**src/asteroids_pkg.sv**
```systemverilog
/*
  asteroids wrapper shared definitions
  bridge address map, setting and key field layout,
  arcade button vector and video pixel types
*/

package asteroids_pkg;

  //////////////////////////////////////////////////////////////////////
  // bridge bus
  //////////////////////////////////////////////////////////////////////

  typedef logic [31:0] bridge_addr_t;
  typedef logic [31:0] bridge_data_t;

  // settings register map
  localparam bridge_addr_t ADDR_LANGUAGE   = 32'h8000_0000;
  localparam bridge_addr_t ADDR_SHIP_COUNT = 32'h9000_0000;
  localparam bridge_addr_t ADDR_TEST_MODE  = 32'h1000_0000;

  // width of one game setting field
  localparam int SETTING_W = 2;
  typedef logic [SETTING_W-1:0] setting_t;

  //////////////////////////////////////////////////////////////////////
  // controllers
  //////////////////////////////////////////////////////////////////////

  typedef logic [31:0] key_word_t;

  // bit positions inside a controller key word
  localparam int KEY_LEFT  = 2;
  localparam int KEY_RIGHT = 3;
  localparam int KEY_A     = 4;
  localparam int KEY_B     = 5;
  localparam int KEY_X     = 6;
  localparam int KEY_Y     = 7;
  localparam int KEY_START = 15;

  // arcade buttons, active low
  typedef logic [7:0] button_vec_t;

  //////////////////////////////////////////////////////////////////////
  // video
  //////////////////////////////////////////////////////////////////////

  typedef logic [3:0] rgb4_t;

  // one game pixel with its timing flags, 16 bits
  typedef struct packed {
    rgb4_t red;
    rgb4_t green;
    rgb4_t blue;
    logic  hsync;
    logic  vsync;
    logic  hblank;
    logic  vblank;
  } game_pixel_t;

  typedef logic [23:0] rgb24_t;

endpackage

```
**src/bridge_if.sv**
```systemverilog
/*
  bridge register bus
  single-cycle writes, combinational read data
*/

interface bridge_if import asteroids_pkg::*; ();

  // address and write strobe, no handshake
  bridge_addr_t addr;
  logic         wr;

  // write data broadcast to every register
  bridge_data_t wr_data;

  // read data follows addr in the same cycle
  bridge_data_t rd_data;

  // bus side, drives the request
  modport master (
    output addr,
    output wr,
    output wr_data,
    input  rd_data
  );

  // register block side, answers with read data
  modport regs (
    input  addr,
    input  wr,
    input  wr_data,
    output rd_data
  );

endinterface

```
**src/core_settings_regs.sv**
```systemverilog
/*
  game settings registers
  language, ship count and self-test mode written over the bridge,
  with readback decode of the same three addresses
*/

module core_settings_regs import asteroids_pkg::*; (
  input  logic      clk_25_175,
  input  logic      reset,
  bridge_if.regs    bus,
  output setting_t  language,
  output setting_t  ship_count,
  output logic      self_test_switch_l
);

  //////////////////////////////////////////////////////////////////////
  // register storage
  //////////////////////////////////////////////////////////////////////

  setting_t language_q;
  setting_t ship_count_q;
  logic     test_mode_q;

  // address decode
  logic hit_language;
  logic hit_ship_count;
  logic hit_test_mode;

  assign hit_language   = (bus.addr == ADDR_LANGUAGE);
  assign hit_ship_count = (bus.addr == ADDR_SHIP_COUNT);
  assign hit_test_mode  = (bus.addr == ADDR_TEST_MODE);

  // one write per edge with wr high
  always_ff @(posedge clk_25_175) begin
    if (reset) begin
      language_q   <= '0;
      ship_count_q <= '0;
      test_mode_q  <= 1'b0;
    end else if (bus.wr) begin
      if (hit_language) begin
        language_q <= bus.wr_data[SETTING_W-1:0];
      end
      if (hit_ship_count) begin
        ship_count_q <= bus.wr_data[SETTING_W-1:0];
      end
      // test mode keeps only bit 0
      if (hit_test_mode) begin
        test_mode_q <= bus.wr_data[0];
      end
    end
  end

  //////////////////////////////////////////////////////////////////////
  // readback
  //////////////////////////////////////////////////////////////////////

  // zero-extended fields and zero for unmapped addresses
  always_comb begin
    bus.rd_data = '0;
    if (hit_language) begin
      bus.rd_data = bridge_data_t'(language_q);
    end else if (hit_ship_count) begin
      bus.rd_data = bridge_data_t'(ship_count_q);
    end else if (hit_test_mode) begin
      bus.rd_data = bridge_data_t'(test_mode_q);
    end
  end

  // settings out to the game core
  assign language           = language_q;
  assign ship_count         = ship_count_q;
  // switch input of the game is active low
  assign self_test_switch_l = ~test_mode_q;

  //////////////////////////////////////////////////////////////////////
  // checks
  //////////////////////////////////////////////////////////////////////

  // unmapped reads never leak register contents
  assert property (@(posedge clk_25_175) disable iff (reset)
    !(hit_language || hit_ship_count || hit_test_mode) |-> (bus.rd_data == '0));

endmodule

```
**src/input_sync.sv**
```systemverilog
/*
  two-stage synchronizer
  brings a word of any packed payload type into clk_25_175
*/

module input_sync #(
  // key words and game pixels share this block
  parameter type payload_t = logic [31:0]
) (
  input  logic     clk_25_175,
  input  logic     reset,
  input  payload_t d,
  output payload_t q
);

  // first stage may go metastable
  payload_t stage1;
  // second stage is safe to use
  payload_t stage2;

  always_ff @(posedge clk_25_175) begin
    if (reset) begin
      stage1 <= '0;
      stage2 <= '0;
    end else begin
      stage1 <= d;
      stage2 <= stage1;
    end
  end

  // output is the settled stage, two edges after d
  assign q = stage2;

endmodule

```
**src/arcade_button_map.sv**
```systemverilog
/*
  arcade button mapping
  folds two synchronized controllers into the eight active-low
  cabinet buttons, start buttons kept per player
*/

module arcade_button_map import asteroids_pkg::*; (
  input  key_word_t   p1_keys,
  input  key_word_t   p2_keys,
  output button_vec_t button_vec
);

  //////////////////////////////////////////////////////////////////////
  // shared controls
  //////////////////////////////////////////////////////////////////////

  // either player may steer or fire
  logic right_any;
  logic left_any;
  logic fire_any;
  logic face_y_any;
  logic thrust_any;
  logic hyper_any;

  assign right_any  = p1_keys[KEY_RIGHT] | p2_keys[KEY_RIGHT];
  assign left_any   = p1_keys[KEY_LEFT]  | p2_keys[KEY_LEFT];
  // fire on face a
  assign fire_any   = p1_keys[KEY_A]     | p2_keys[KEY_A];
  assign face_y_any = p1_keys[KEY_Y]     | p2_keys[KEY_Y];
  // thrust on face x
  assign thrust_any = p1_keys[KEY_X]     | p2_keys[KEY_X];
  // hyperspace on face b
  assign hyper_any  = p1_keys[KEY_B]     | p2_keys[KEY_B];

  //////////////////////////////////////////////////////////////////////
  // cabinet vector
  //////////////////////////////////////////////////////////////////////

  // bit 7 down to bit 0, all inverted for the game
  assign button_vec = ~{
    right_any,
    left_any,
    // starts stay with their own player
    p1_keys[KEY_START],
    p2_keys[KEY_START],
    fire_any,
    face_y_any,
    thrust_any,
    hyper_any
  };

endmodule

```
**src/video_scan_out.sv**
```systemverilog
/*
  video scan out
  expands 4-bit game colour to 24-bit rgb with data enable,
  and turns hsync and vsync rising edges into one-cycle pulses
*/

module video_scan_out import asteroids_pkg::*; (
  input  logic        clk_25_175,
  input  logic        reset,
  input  game_pixel_t pixel,
  output rgb24_t      video_rgb,
  output logic        video_de,
  output logic        video_hs,
  output logic        video_vs
);

  //////////////////////////////////////////////////////////////////////
  // pixel expansion
  //////////////////////////////////////////////////////////////////////

  // visible area only outside both blanks
  logic   active;
  rgb24_t rgb_expanded;

  assign active = ~(pixel.hblank | pixel.vblank);

  // nibble repeated so full scale maps to 8'hff
  assign rgb_expanded = {
    {2{pixel.red}},
    {2{pixel.green}},
    {2{pixel.blue}}
  };

  //////////////////////////////////////////////////////////////////////
  // output register
  //////////////////////////////////////////////////////////////////////

  // previous sync levels for edge detect
  logic hs_prev;
  logic vs_prev;

  always_ff @(posedge clk_25_175) begin
    if (reset) begin
      video_rgb <= '0;
      video_de  <= 1'b0;
      video_hs  <= 1'b0;
      video_vs  <= 1'b0;
      hs_prev   <= 1'b0;
      vs_prev   <= 1'b0;
    end else begin
      // black during blanking
      video_rgb <= active ? rgb_expanded : '0;
      video_de  <= active;
      // pulse on the low to high step only
      video_hs  <= pixel.hsync & ~hs_prev;
      video_vs  <= pixel.vsync & ~vs_prev;
      hs_prev   <= pixel.hsync;
      vs_prev   <= pixel.vsync;
    end
  end

  //////////////////////////////////////////////////////////////////////
  // checks
  //////////////////////////////////////////////////////////////////////

  // a held sync level gives a single pulse
  assert property (@(posedge clk_25_175) disable iff (reset)
    video_hs |=> !video_hs);

  assert property (@(posedge clk_25_175) disable iff (reset)
    video_vs |=> !video_vs);

endmodule

```
**src/asteroids_core_wrap.sv**
```systemverilog
/*
  asteroids core wrapper
  bridge settings registers, controller mapping and video scan out
  around an external game core, all on clk_25_175
*/

module asteroids_core_wrap import asteroids_pkg::*; (
  input  logic         clk_25_175,
  input  logic         reset,
  // bridge register bus
  input  bridge_addr_t bridge_addr,
  input  logic         bridge_wr,
  input  bridge_data_t bridge_wr_data,
  output bridge_data_t bridge_rd_data,
  // controllers
  input  key_word_t    cont1_key,
  input  key_word_t    cont2_key,
  // game core video
  input  rgb4_t        game_r,
  input  rgb4_t        game_g,
  input  rgb4_t        game_b,
  input  logic         game_hs,
  input  logic         game_vs,
  input  logic         game_hblank,
  input  logic         game_vblank,
  // to the game core
  output setting_t     language,
  output setting_t     ship_count,
  output logic         self_test_switch_l,
  output button_vec_t  button_vec,
  // to the scaler
  output rgb24_t       video_rgb,
  output logic         video_de,
  output logic         video_hs,
  output logic         video_vs
);

  //////////////////////////////////////////////////////////////////////
  // settings
  //////////////////////////////////////////////////////////////////////

  // master side of the bus driven from the plain ports
  bridge_if bus ();

  assign bus.addr       = bridge_addr;
  assign bus.wr         = bridge_wr;
  assign bus.wr_data    = bridge_wr_data;
  assign bridge_rd_data = bus.rd_data;

  core_settings_regs u_settings (
    .clk_25_175         (clk_25_175),
    .reset              (reset),
    .bus                (bus.regs),
    .language           (language),
    .ship_count         (ship_count),
    .self_test_switch_l (self_test_switch_l)
  );

  //////////////////////////////////////////////////////////////////////
  // controllers
  //////////////////////////////////////////////////////////////////////

  key_word_t cont1_key_s;
  key_word_t cont2_key_s;

  input_sync #(.payload_t(key_word_t)) u_cont1_sync (
    .clk_25_175 (clk_25_175),
    .reset      (reset),
    .d          (cont1_key),
    .q          (cont1_key_s)
  );

  input_sync #(.payload_t(key_word_t)) u_cont2_sync (
    .clk_25_175 (clk_25_175),
    .reset      (reset),
    .d          (cont2_key),
    .q          (cont2_key_s)
  );

  // combinational after the synchronizers
  arcade_button_map u_button_map (
    .p1_keys    (cont1_key_s),
    .p2_keys    (cont2_key_s),
    .button_vec (button_vec)
  );

  //////////////////////////////////////////////////////////////////////
  // video
  //////////////////////////////////////////////////////////////////////

  game_pixel_t game_pixel;
  game_pixel_t game_pixel_s;

  // bundle the game outputs into one word
  assign game_pixel = '{
    red:    game_r,
    green:  game_g,
    blue:   game_b,
    hsync:  game_hs,
    vsync:  game_vs,
    hblank: game_hblank,
    vblank: game_vblank
  };

  input_sync #(.payload_t(game_pixel_t)) u_pixel_sync (
    .clk_25_175 (clk_25_175),
    .reset      (reset),
    .d          (game_pixel),
    .q          (game_pixel_s)
  );

  video_scan_out u_scan_out (
    .clk_25_175 (clk_25_175),
    .reset      (reset),
    .pixel      (game_pixel_s),
    .video_rgb  (video_rgb),
    .video_de   (video_de),
    .video_hs   (video_hs),
    .video_vs   (video_vs)
  );

endmodule

```
**config.mk**
```make
export PLATFORM = sky130hd
export DESIGN_NAME = asteroids_core_wrap
export DESIGN_NICKNAME = d
export VERILOG_FILES = /design/src/asteroids_pkg.sv /design/src/bridge_if.sv /design/src/core_settings_regs.sv /design/src/input_sync.sv /design/src/arcade_button_map.sv /design/src/video_scan_out.sv /design/src/asteroids_core_wrap.sv
export SDC_FILE = /design/constraint.sdc
export NUM_CORES = 1
export LEC_CHECK = 0
export BUFFER_PORTS_ARGS = -buffer_cell sky130_fd_sc_hd__buf_2
export CELL_PAD_IN_SITES_DETAIL_PLACEMENT = 1
export CELL_PAD_IN_SITES_GLOBAL_PLACEMENT = 2
export CORE_ASPECT_RATIO = 1.2
export CORE_MARGIN = 2
export CORE_UTILIZATION = 19
export CTS_CLUSTER_DIAMETER = 150
export CTS_CLUSTER_SIZE = 8
export DETAILED_ROUTE_END_ITERATION = 7
export PLACE_DENSITY_LB_ADDON = 0.1
export SKIP_CTS_REPAIR_TIMING = 1
export SYNTH_ARGS = -nofsm -noshare
export SYNTH_HDL_FRONTEND = slang
export SYNTH_SLANG_ARGS = --single-unit
```
**constraint.sdc**
```tcl
create_clock -name clk_25_175 -period 1.2 [get_ports clk_25_175]
set_input_delay 0 -clock clk_25_175 [delete_from_list [all_inputs] [get_ports clk_25_175]]
set_output_delay 0 -clock clk_25_175 [all_outputs]
set_load 0.005 [all_outputs]
```
## Yosys cells after proc, flatten, opt, wreduce, memory -nomap -nowiden

Cells that the tools add are included.
W data, S select, Z words.

| storage, ports and cells | value |
|---|---|
| bits in registers | 130 |
| latch bits | 0 |
| RAM bits | 0 |
| ROM bits | 0 |
| input bits | 147 |
| logic and storage cells | 51 |
| memories | 0 |

| cells by class | value |
|---|---|
| add/sub/neg operators | 0 |
| $mul | 0 |
| div/mod/pow operators | 0 |
| magnitude comparators | 0 |
| equal/unequal tests | 3 |
| shift-type cells | 0 |
| mux-type cells | 3 |
| bitwise logic cells | 14 |
| reduce and logical (&&, ||, !) cells | 4 |

Operators by type and width:

| kind | count |
|---|---|
| $eq A32 B32 Y1 const B | 2 |
| $mux W32 | 2 |
| $eq A32 B29 Y1 const B | 1 |
| $not A8 Y8 | 1 |
| $or A1 B1 Y1 | 7 |
| $reduce_and A2 Y1 | 3 |
| $not A1 Y1 | 4 |
| $and A1 B1 Y1 | 2 |
| $reduce_or A2 Y1 | 1 |
| $mux W1 | 1 |

## Longest topological paths before layout

Gate-level depths: netlist of the first run.

| depth | value |
|---|---|
| depth after elaboration | 4 |
| depth in mapped cells | 4 |

## By module

Synthesis of the first run repeated with hierarchy kept, for this count alone.

| unflattened totals | value |
|---|---|
| cells, all modules | 468 |
| area, all modules | 6,039.5 µm² |

Modules (own cells, without submodules):

| module | instances | cells an instance | area each (µm²) |
|---|---|---|---|
| input_sync at u_cont1_sync ... | 2 | 135 | 1,918.1 |
| input_sync at u_pixel_sync | 1 | 67 | 863.3 |
| video_scan_out | 1 | 50 | 665.6 |
| core_settings_regs | 1 | 73 | 644.4 |
| arcade_button_map | 1 | 8 | 30.0 |

## Worst setup path after synthesis of the first run

No wires, ideal clock.

| timing path | value |
|---|---|
| kind | input to register |
| start point | input bridge_addr[19] |
| end point | register u_settings.language_q[0] (netlist: u_settings.language[0]) |
| data arrival time | 1.136 ns |
| data required time | 1.081 ns |
| path slack | -0.055 ns |
| stages on the path | 4 |
| cells stage by stage | nor4_2 nand4_2 or4_4 mux2i_1 |

| on the way | value |
|---|---|
| cells in the longest elaborated chain, start to end | 2 |

RTL lines:

| element | RTL line | text |
|---|---|---|
| start, declared | asteroids_core_wrap.sv:11 | `input bridge_addr_t bridge_addr,` |
| $eq A32 B32 Y1 | core_settings_regs.sv:29 | `assign hit_language = (bus.addr == ADDR_LANGUAGE);` |
| $reduce_and A2 Y1 (no source line) | -- |  |
| end signal, assigned | core_settings_regs.sv:41 | `language_q <= bus.wr_data[SETTING_W-1:0];` |
| end, declared | core_settings_regs.sv:20 | `setting_t language_q;` |

No other way between the ends.
A chain may end at the register's enable or synchronous reset.

## Final worst setup path of the first run

| timing path | value |
|---|---|
| start point | register u_settings.language_q[0] (netlist: u_settings.language[0]) |
| end point | output bridge_rd_data[0] |

| on the way | value |
|---|---|
| cells in the longest elaborated chain, start to end | 1 |

RTL lines:

| element | RTL line | text |
|---|---|---|
| $mux W32 | core_settings_regs.sv:60 | `if (hit_language) begin` |
| end, declared | asteroids_core_wrap.sv:14 | `output bridge_data_t bridge_rd_data,` |

No other way between the ends.

==> results of run 1 <==
==> state kept, by name, summed over array words and instances, names as in the netlist <==
register,flops
u_scan_out.video_de,1
u_settings.test_mode_q,1
u_scan_out.video_rgb,12
u_pixel_sync.q,16
u_cont2_sync.q,7
u_scan_out.video_hs,1
u_settings.ship_count,2
u_cont1_sync.stage1,7
u_cont2_sync.stage1,7
u_cont1_sync.q,7
u_settings.language,2
u_scan_out.vs_prev,1
u_scan_out.hs_prev,1
u_pixel_sync.stage1,16
u_scan_out.video_vs,1
==> power by group <==
group / switching, W / internal (W)
Sequential: 0.0000233 / 0.00283
Clock: 0.00104 / 0.00166
Combinational: 0.000179 / 0.000252
==> per-stage QoR <==
step | utilization (%) | setup slack, ns | cells | cell area (µm²) | TNS (ns)
CTS | 25.7 | -0.0844 | 540 | 3700 | -0.0844
global route | 28.1 | -0.0546 | 574 | 4030 | -0.117
finish | 28.1 | 0.0547 | 574 | 4030 | 0
floorplan | - | -0.0326 | 284 | 2910 | -0.0648
global placement | 23.7 | -0.248 | 525 | 3400 | -1.18
detailed placement | 23.7 | -0.271 | 525 | 3400 | -1.21
==> metal layers <==
layer  share of wire (%)  up-vias
met3                 8.4        8
met5                   0        -
met4                 2.2        0
met1                  40      892
li1                    -     1007
met2                  49       78
==> placed cells by master, fill, tap and decap left out, types with 2 or more instances in the layout <==
master / instances
nor2b_1: 65
buf_4: 10
buf_2: 108
clkbuf_16: 9
inv_1: 4
nand2b_1: 7
dlygate4sd3_1: 31
conb_1: 30
nor4_4: 3
nor3_1: 2
nand2_1: 2
mux2i_1: 6
nor2_1: 8
dfxtp_1: 78
dfxtp_2: 4
and2_1: 12
nor4_1: 5
==> logic make-up after synthesis <==
kind of cell	share of synthesized area, %
flops	59.0
simple gates	25.3
compound gates	0.449
other cells	0.135
mux	2.16
buf+inv	12.9
==> layout make-up <==
cell class / count / area, µm² / area share, %
Clock buffer: 11 / 243 / 6.02
Clock inverter: 4 / 51.3 / 1.27
Inverter: 4 / 15.0 / 0.372
Multi-Input combinational cell: 148 / 913 / 22.6
Sequential cell: 82 / 1650 / 40.8
Tap cell: 175 / 219 / 5.43
Timing Repair Buffer: 150 / 946 / 23.4
==> worst min-delay path, stage by stage <==
cell and delay [ns]:
buf_2 0.10, nand2b_1 0.13, mux2i_1 0.09
==> worst max path at each step <==
stage	cells after the start	from	slack [ns]	endpoint
final	5	u_settings.language[0]	0.05	bridge_rd_data[0]
after global routing	5	u_settings.language[0]	-0.05	bridge_rd_data[0]
after floorplan	4	bridge_addr[8]	-0.03	u_settings.language[0]
after CTS	5	u_settings.language[0]	-0.08	bridge_rd_data[0]
after global placement	6	bridge_addr[15]	-0.25	u_settings.ship_count[0]
after detailed placement	6	bridge_addr[15]	-0.27	u_settings.ship_count[0]
==> summary.md, run 1 <==
| Metric | Value |
|---|---|
| Clock tree sinks | 82 |
| Async set-reset flop share out of synthesis | 0% |
| Fill cells | roughly 1.7k |
| Critical-path cell list | mux2i_1 > nor2_1 > a21oi_1 > nor3_1 > buf_2 |
| Starting Density | between 10% and 20% |
| CP bufs+invs | 1 |
| Vias in the first global route | between 1.5k and 2k |
| Reg-to-reg setup timing slack | approximately 0.32 ns |
| Max Slew Vio Count | 0 |
| Routed Wire Length | a little under 6000 µm |
| Worst setup SP type | flip-flop |
| Max Cap Viol | 0 |
| Vias/cell | 3.46 |
| CP max FO | 3 |
| Hold WC Path Type | input port to flip-flop |
| Routability cong. | 0.638 |
| Hold_sp | bridge_wr_data[0] |
| CP required | about 1.2 ns |
| Area Growth Syn to Fin | 44.9% |
| Share of the synthesized area in the top cell type | about three fifths |
| Synth area leader | dfxtp_1 |
| Hold depth | 3 |
| Final worst path period share | a little over nine tenths |
| Met1 global-route usage | about 8% |
| R2r startpoint | u_pixel_sync.q[0] |
| Die Ht | 137 µm |
| Io pins | 219 |
| Register area share after synthesis | 59.0% |
| Final Setup Violations | 0 |
| Fin crit period | between 1 and 1.5 ns |
| CP arrival | roughly 1.2 ns |
| DP HPWL | about 4400 µm |
| Worst Hold End | u_settings.language[0] |
| CTS Buf Count | 9 |
| Share of cells above drive strength 1 | a little over a third |
| Root Buffer | clkbuf_16 |
| Cell variety after synth | 22 |
| Slowest cell on crit path | dfxtp_2 |
| Layout Nets | 542 |
| Worst path top cell family by delay | flip-flops |
| Cells after synthesis | 255 |
| Drt wl/cell | 10.2 µm |
| Pleak | 1.84 nW |
| Via count | 1985 |
| Rows | between 40 and 50 |
| Critical path capture point type | output port |
| Core footprint | approximately 14000 µm² |
| EDFF count, synth | 0 |
| Reg clk slew, reported paths | around 0.050 ns |
| Critical path class | flip-flop to output port |
| Remaining DRCs | 0 |
| R2R Path End | u_scan_out.video_rgb[19] |
| Hold WS | ~0.036 ns |
| Post-synth top cells | dfxtp_1, nor2b_1, buf_4, and2_1, nor2_1 |
| Peak supply drop | approximately 0.68 mV |
| DRT antenna net count | 0 |
| Most common cell in the netlist | dfxtp_1 |
| Die W | 115 µm |
| Largest cells by area after synthesis | dfxtp_1, nor2b_1, buf_4 |
| R2R depth | 3 |
| PortBufs | approximately 110 |
| Syn Std Cell Area | 2780 µm² |
| M3 GR Usage | 3.06% |
| RSZ-0062 raised after global routing | yes |
| Power per standard cell area | about 1500 nW/µm² |
| Clock buffer depth | 2 |
| GRT Resource Usage Total | under 10% |
| Outcome | completed |
| Skew-Pair Late Insertion Delay | 0.33 ns |
| Top_reg_cell synth | dfxtp_1 |
| Initial antenna violation count | 0 |
| Iteration-0 DRC Markers | 32 |
| Final total power | about 0.0060 W |
| #FFs+latches synth | a little over 80 |
| Drt pass-1 iters | 4 |
| YS warnings | 0 |
| Met2 Usage GRT | around an eighth |
| Synth Area per Inst | between 10 and 15 µm² |
| Largest net degree at the start of global routing | 37 |
| CP peak stage delay | 0.35 ns |
| GR Overflow Total | 0 |
| ANT cells | 0 |
| CTS tree | done |
| Die area | about 16000 µm² |
| Htree depth | 3 |
| Max Clk Rate | about 870 MHz |
| First-pass GRT wire length | ~8800 µm |
| Clk_skew | ~0.0029 ns |
| GR peak layer | met2 |
| Fin. Hold Viols | 0 |
Power figures use the tool's default switching activity.
==> run 2, diff against run 1 <==
--- a/config.mk
+++ b/config.mk
@@ -12,7 +12,6 @@
 export CORE_MARGIN = 2
 export CORE_UTILIZATION = 19
 export CTS_CLUSTER_DIAMETER = 150
-export CTS_CLUSTER_SIZE = 8
 export DETAILED_ROUTE_END_ITERATION = 7
 export PLACE_DENSITY_LB_ADDON = 0.1
 export SKIP_CTS_REPAIR_TIMING = 1
==> constraint.sdc (replaced) <==
create_clock -name clk_25_175 -period 1.2 [get_ports clk_25_175]
set_input_delay 0.12 -clock clk_25_175 [delete_from_list [all_inputs] [get_ports clk_25_175]]
set_output_delay 0.12 -clock clk_25_175 [all_outputs]
set_load 0.005 [all_outputs]
==> run 2 against run 1 <==
  * Die area is the same
  * Largest power group is now the clock network
  * The run now ends with negative hold slack, negative setup slack left
  * Non-clock buffer count down 24
  * Power up 4.0%
  * Critical endpoint is now bridge_rd_data[1]
  * Clock-buffer cell count unchanged
  * Worst setup slack worse by 0.24 ns
  * Fmax decreased by 17%
  * Clock skew up 0.0049 ns
  * Cell count fell by 4.2%
==> summary.md, run 2 (same netlist as run 1, synthesis figures left out) <==
| Metric | Value |
|---|---|
| Outcome | finished, violations left |
| ANT cells | 0 (unchanged) |
| Final worst path period share | 115% (+20 points) |
| Final Setup Violations | 7 (+7) |
| Post-Layout Inst Area | 3940 µm² (-2.4%) |
| Clock buffer depth | 2 (unchanged) |
| Hold WS | -0.00461 ns (-0.0403 ns) |
| Pleak | 1.79 nW (-2.9%) |
| GR Overflow Total | 0 (unchanged) |
| CP arrival | 1.26 ns (+0.11 ns) |
| Die W | 115 µm (unchanged) |
| Core footprint | 14400 µm² (unchanged) |
| Starting Density | 19.4% (unchanged) |
| Initial antenna violation count | 1 (+1) |
| GRT Resource Usage Total | 7.42% (+0.031 points) |
| Vias in the first global route | 1828 (-1.1%) |
| Routability cong. | 0.638 (about the same) |
| Drt wl/cell | 10.9 µm (+6.9%) |
| Most frequent cells in the layout | buf_2, dfxtp_1, nor2b_1 |
| Htree depth | 3 (unchanged) |
| Critical path capture point type | output port |
| Fin crit period | 1.38 ns (+0.239 ns) |
| DRT antenna net count | 0 (unchanged) |
| Rows | 48 (unchanged) |
| Layout Nets | 518 (-4.4%) |
| Hold WC Path Type | input port to flip-flop |
| Share of cells above drive strength 1 | 40.3% (+4.2 points) |
| Dpl cell area | 3420 µm² (+0.66%) |
| Final core occ | 27.4% (-0.67 points) |
| Iteration-0 DRC Markers | 21 (-34%) |
| Skew-Pair Late Insertion Delay | 0.33 ns (about the same) |
| Critical path class | input port to output port |
| PortBufs | 108 (unchanged) |
| Max Slew Vio Count | 0 (unchanged) |
| Fin. Hold Viols | 3 (+3) |
| PnR worst setup slack | -0.185 ns (-0.239 ns) |
| DP HPWL | 4300 µm (-1.8%) |
| Peak supply drop | 0.554 mV (-18%) |
| Via count | 1900 (-4.3%) |
| Die Ht | 137 µm (unchanged) |
| Clk_skew | 0.00787 ns (+0.00494 ns) |
| Reg clk slew, reported paths | 0.06 ns (about the same) |
| First-pass GRT wire length | 8690 µm (-0.86%) |
| Remaining DRCs | 0 (unchanged) |
| Clock tree sinks | 82 (unchanged) |
| Die area | 15600 µm² (unchanged) |
| Drt pass-1 iters | 4 (unchanged) |
| Root Buffer | clkbuf_16 |
| Vias/cell | 3.45 (-0.11%) |
| Routed Wire Length | 6010 µm (+2.4%) |
| CTS tree | done |
| Largest net degree at the start of global routing | 52 (+41%) |
| CP max FO | 4 (+1) |
| CP required | 1.08 ns (-0.12 ns) |
| Power per standard cell area | 1580 nW/µm² (+6.6%) |
| Most common cell after layout, fill and taps aside | buf_2 |
| Area Growth Syn to Fin | 41.4% |
| Io pins | 219 (unchanged) |
| Max Cap Viol | 0 (unchanged) |
| CTS Buf Count | 9 (unchanged) |
| Worst setup SP type | input port |
| RSZ-0062 raised after global routing | yes |
| Max Clk Rate | 722 MHz (-17%) |
| Failing checks | negative hold slack, negative setup slack |
run 2: changes by cell type in the layout (fill, tap and decap cells not counted), moves of 2 or more:
cell	delta
dlygate4sd3_1	-26
buf_4	+2
buf_6	+5
nor4_4	+5
dfxtp_1	+2
buf_2	-5
dfxtp_2	-2
nor4_1	-5
run 2: critical path, cell delays in order:
cell and delay [ns]:
buf_2 0.11, nor4_4 0.25, nand4_1 0.22, buf_4 0.21
nor4_2 0.19, buf_2 0.15
run 2: power by group:
part	total [W]	leakage (nW)	switching, W	internal (W)
Clock	0.00297	0.162	0.00104	0.00193
Sequential	0.00286	0.676	0.0000235	0.00283
Combinational	0.000410	0.954	0.000189	0.000221
run 2: layout make-up:
cell class | instances | area (µm²)
clock buffers | 11 | 253
clock inverters | 4 | 73.8
fillers | 1650 | 10400
inverters | 4 | 15.0
multi-input cells | 148 | 1000
flip-flops and latches | 82 | 1640
well taps | 175 | 219
repair buffers | 126 | 732
run 2: layer usage:
layer / up-vias / global-route usage (%) / part of all wire, %
li1: 954 / - / -
met1: 844 / 7.95 / 40
met2: 92 / 12.0 / 48
met3: 10 / 2.92 / 9.2
met4: 0 / 5.08 / 2.6
met5: - / 0 / 0
run 2: path summary, 6_finish.rpt:
| kind | from | endpoint | slack, ns | cells past startpoint |
|---|---|---|---|---|
| max | bridge_addr[27] | bridge_rd_data[1] | -0.18 | 6 |
| min | cont2_key[6] | u_cont2_sync.stage1[6] | -0.005 | 2 |
| max reg2reg | u_pixel_sync.q[0] | u_scan_out.video_rgb[19] | 0.34 | 3 |
| min reg2reg | u_scan_out.vs_prev | u_scan_out.video_vs | 0.40 | 1 |
run 2: per-stage QoR:
step / instances / setup slack, ns / setup TNS (ns) / power [W] / hold WS (ns)
2_1_floorplan: 284 / -0.153 / -0.346 / 0.00315 / 0.199
3_3_place_gp: 528 / -0.360 / -2.20 / 0.00328 / 0.331
3_5_place_dp: 528 / -0.413 / -2.45 / 0.00329 / 0.335
4_1_cts: 543 / -0.364 / -0.737 / 0.00632 / -0.0197
5_1_grt: 550 / -0.279 / -1.10 / 0.00653 / 0.00377
6_report: 550 / -0.185 / -0.505 / 0.00623 / -0.00461
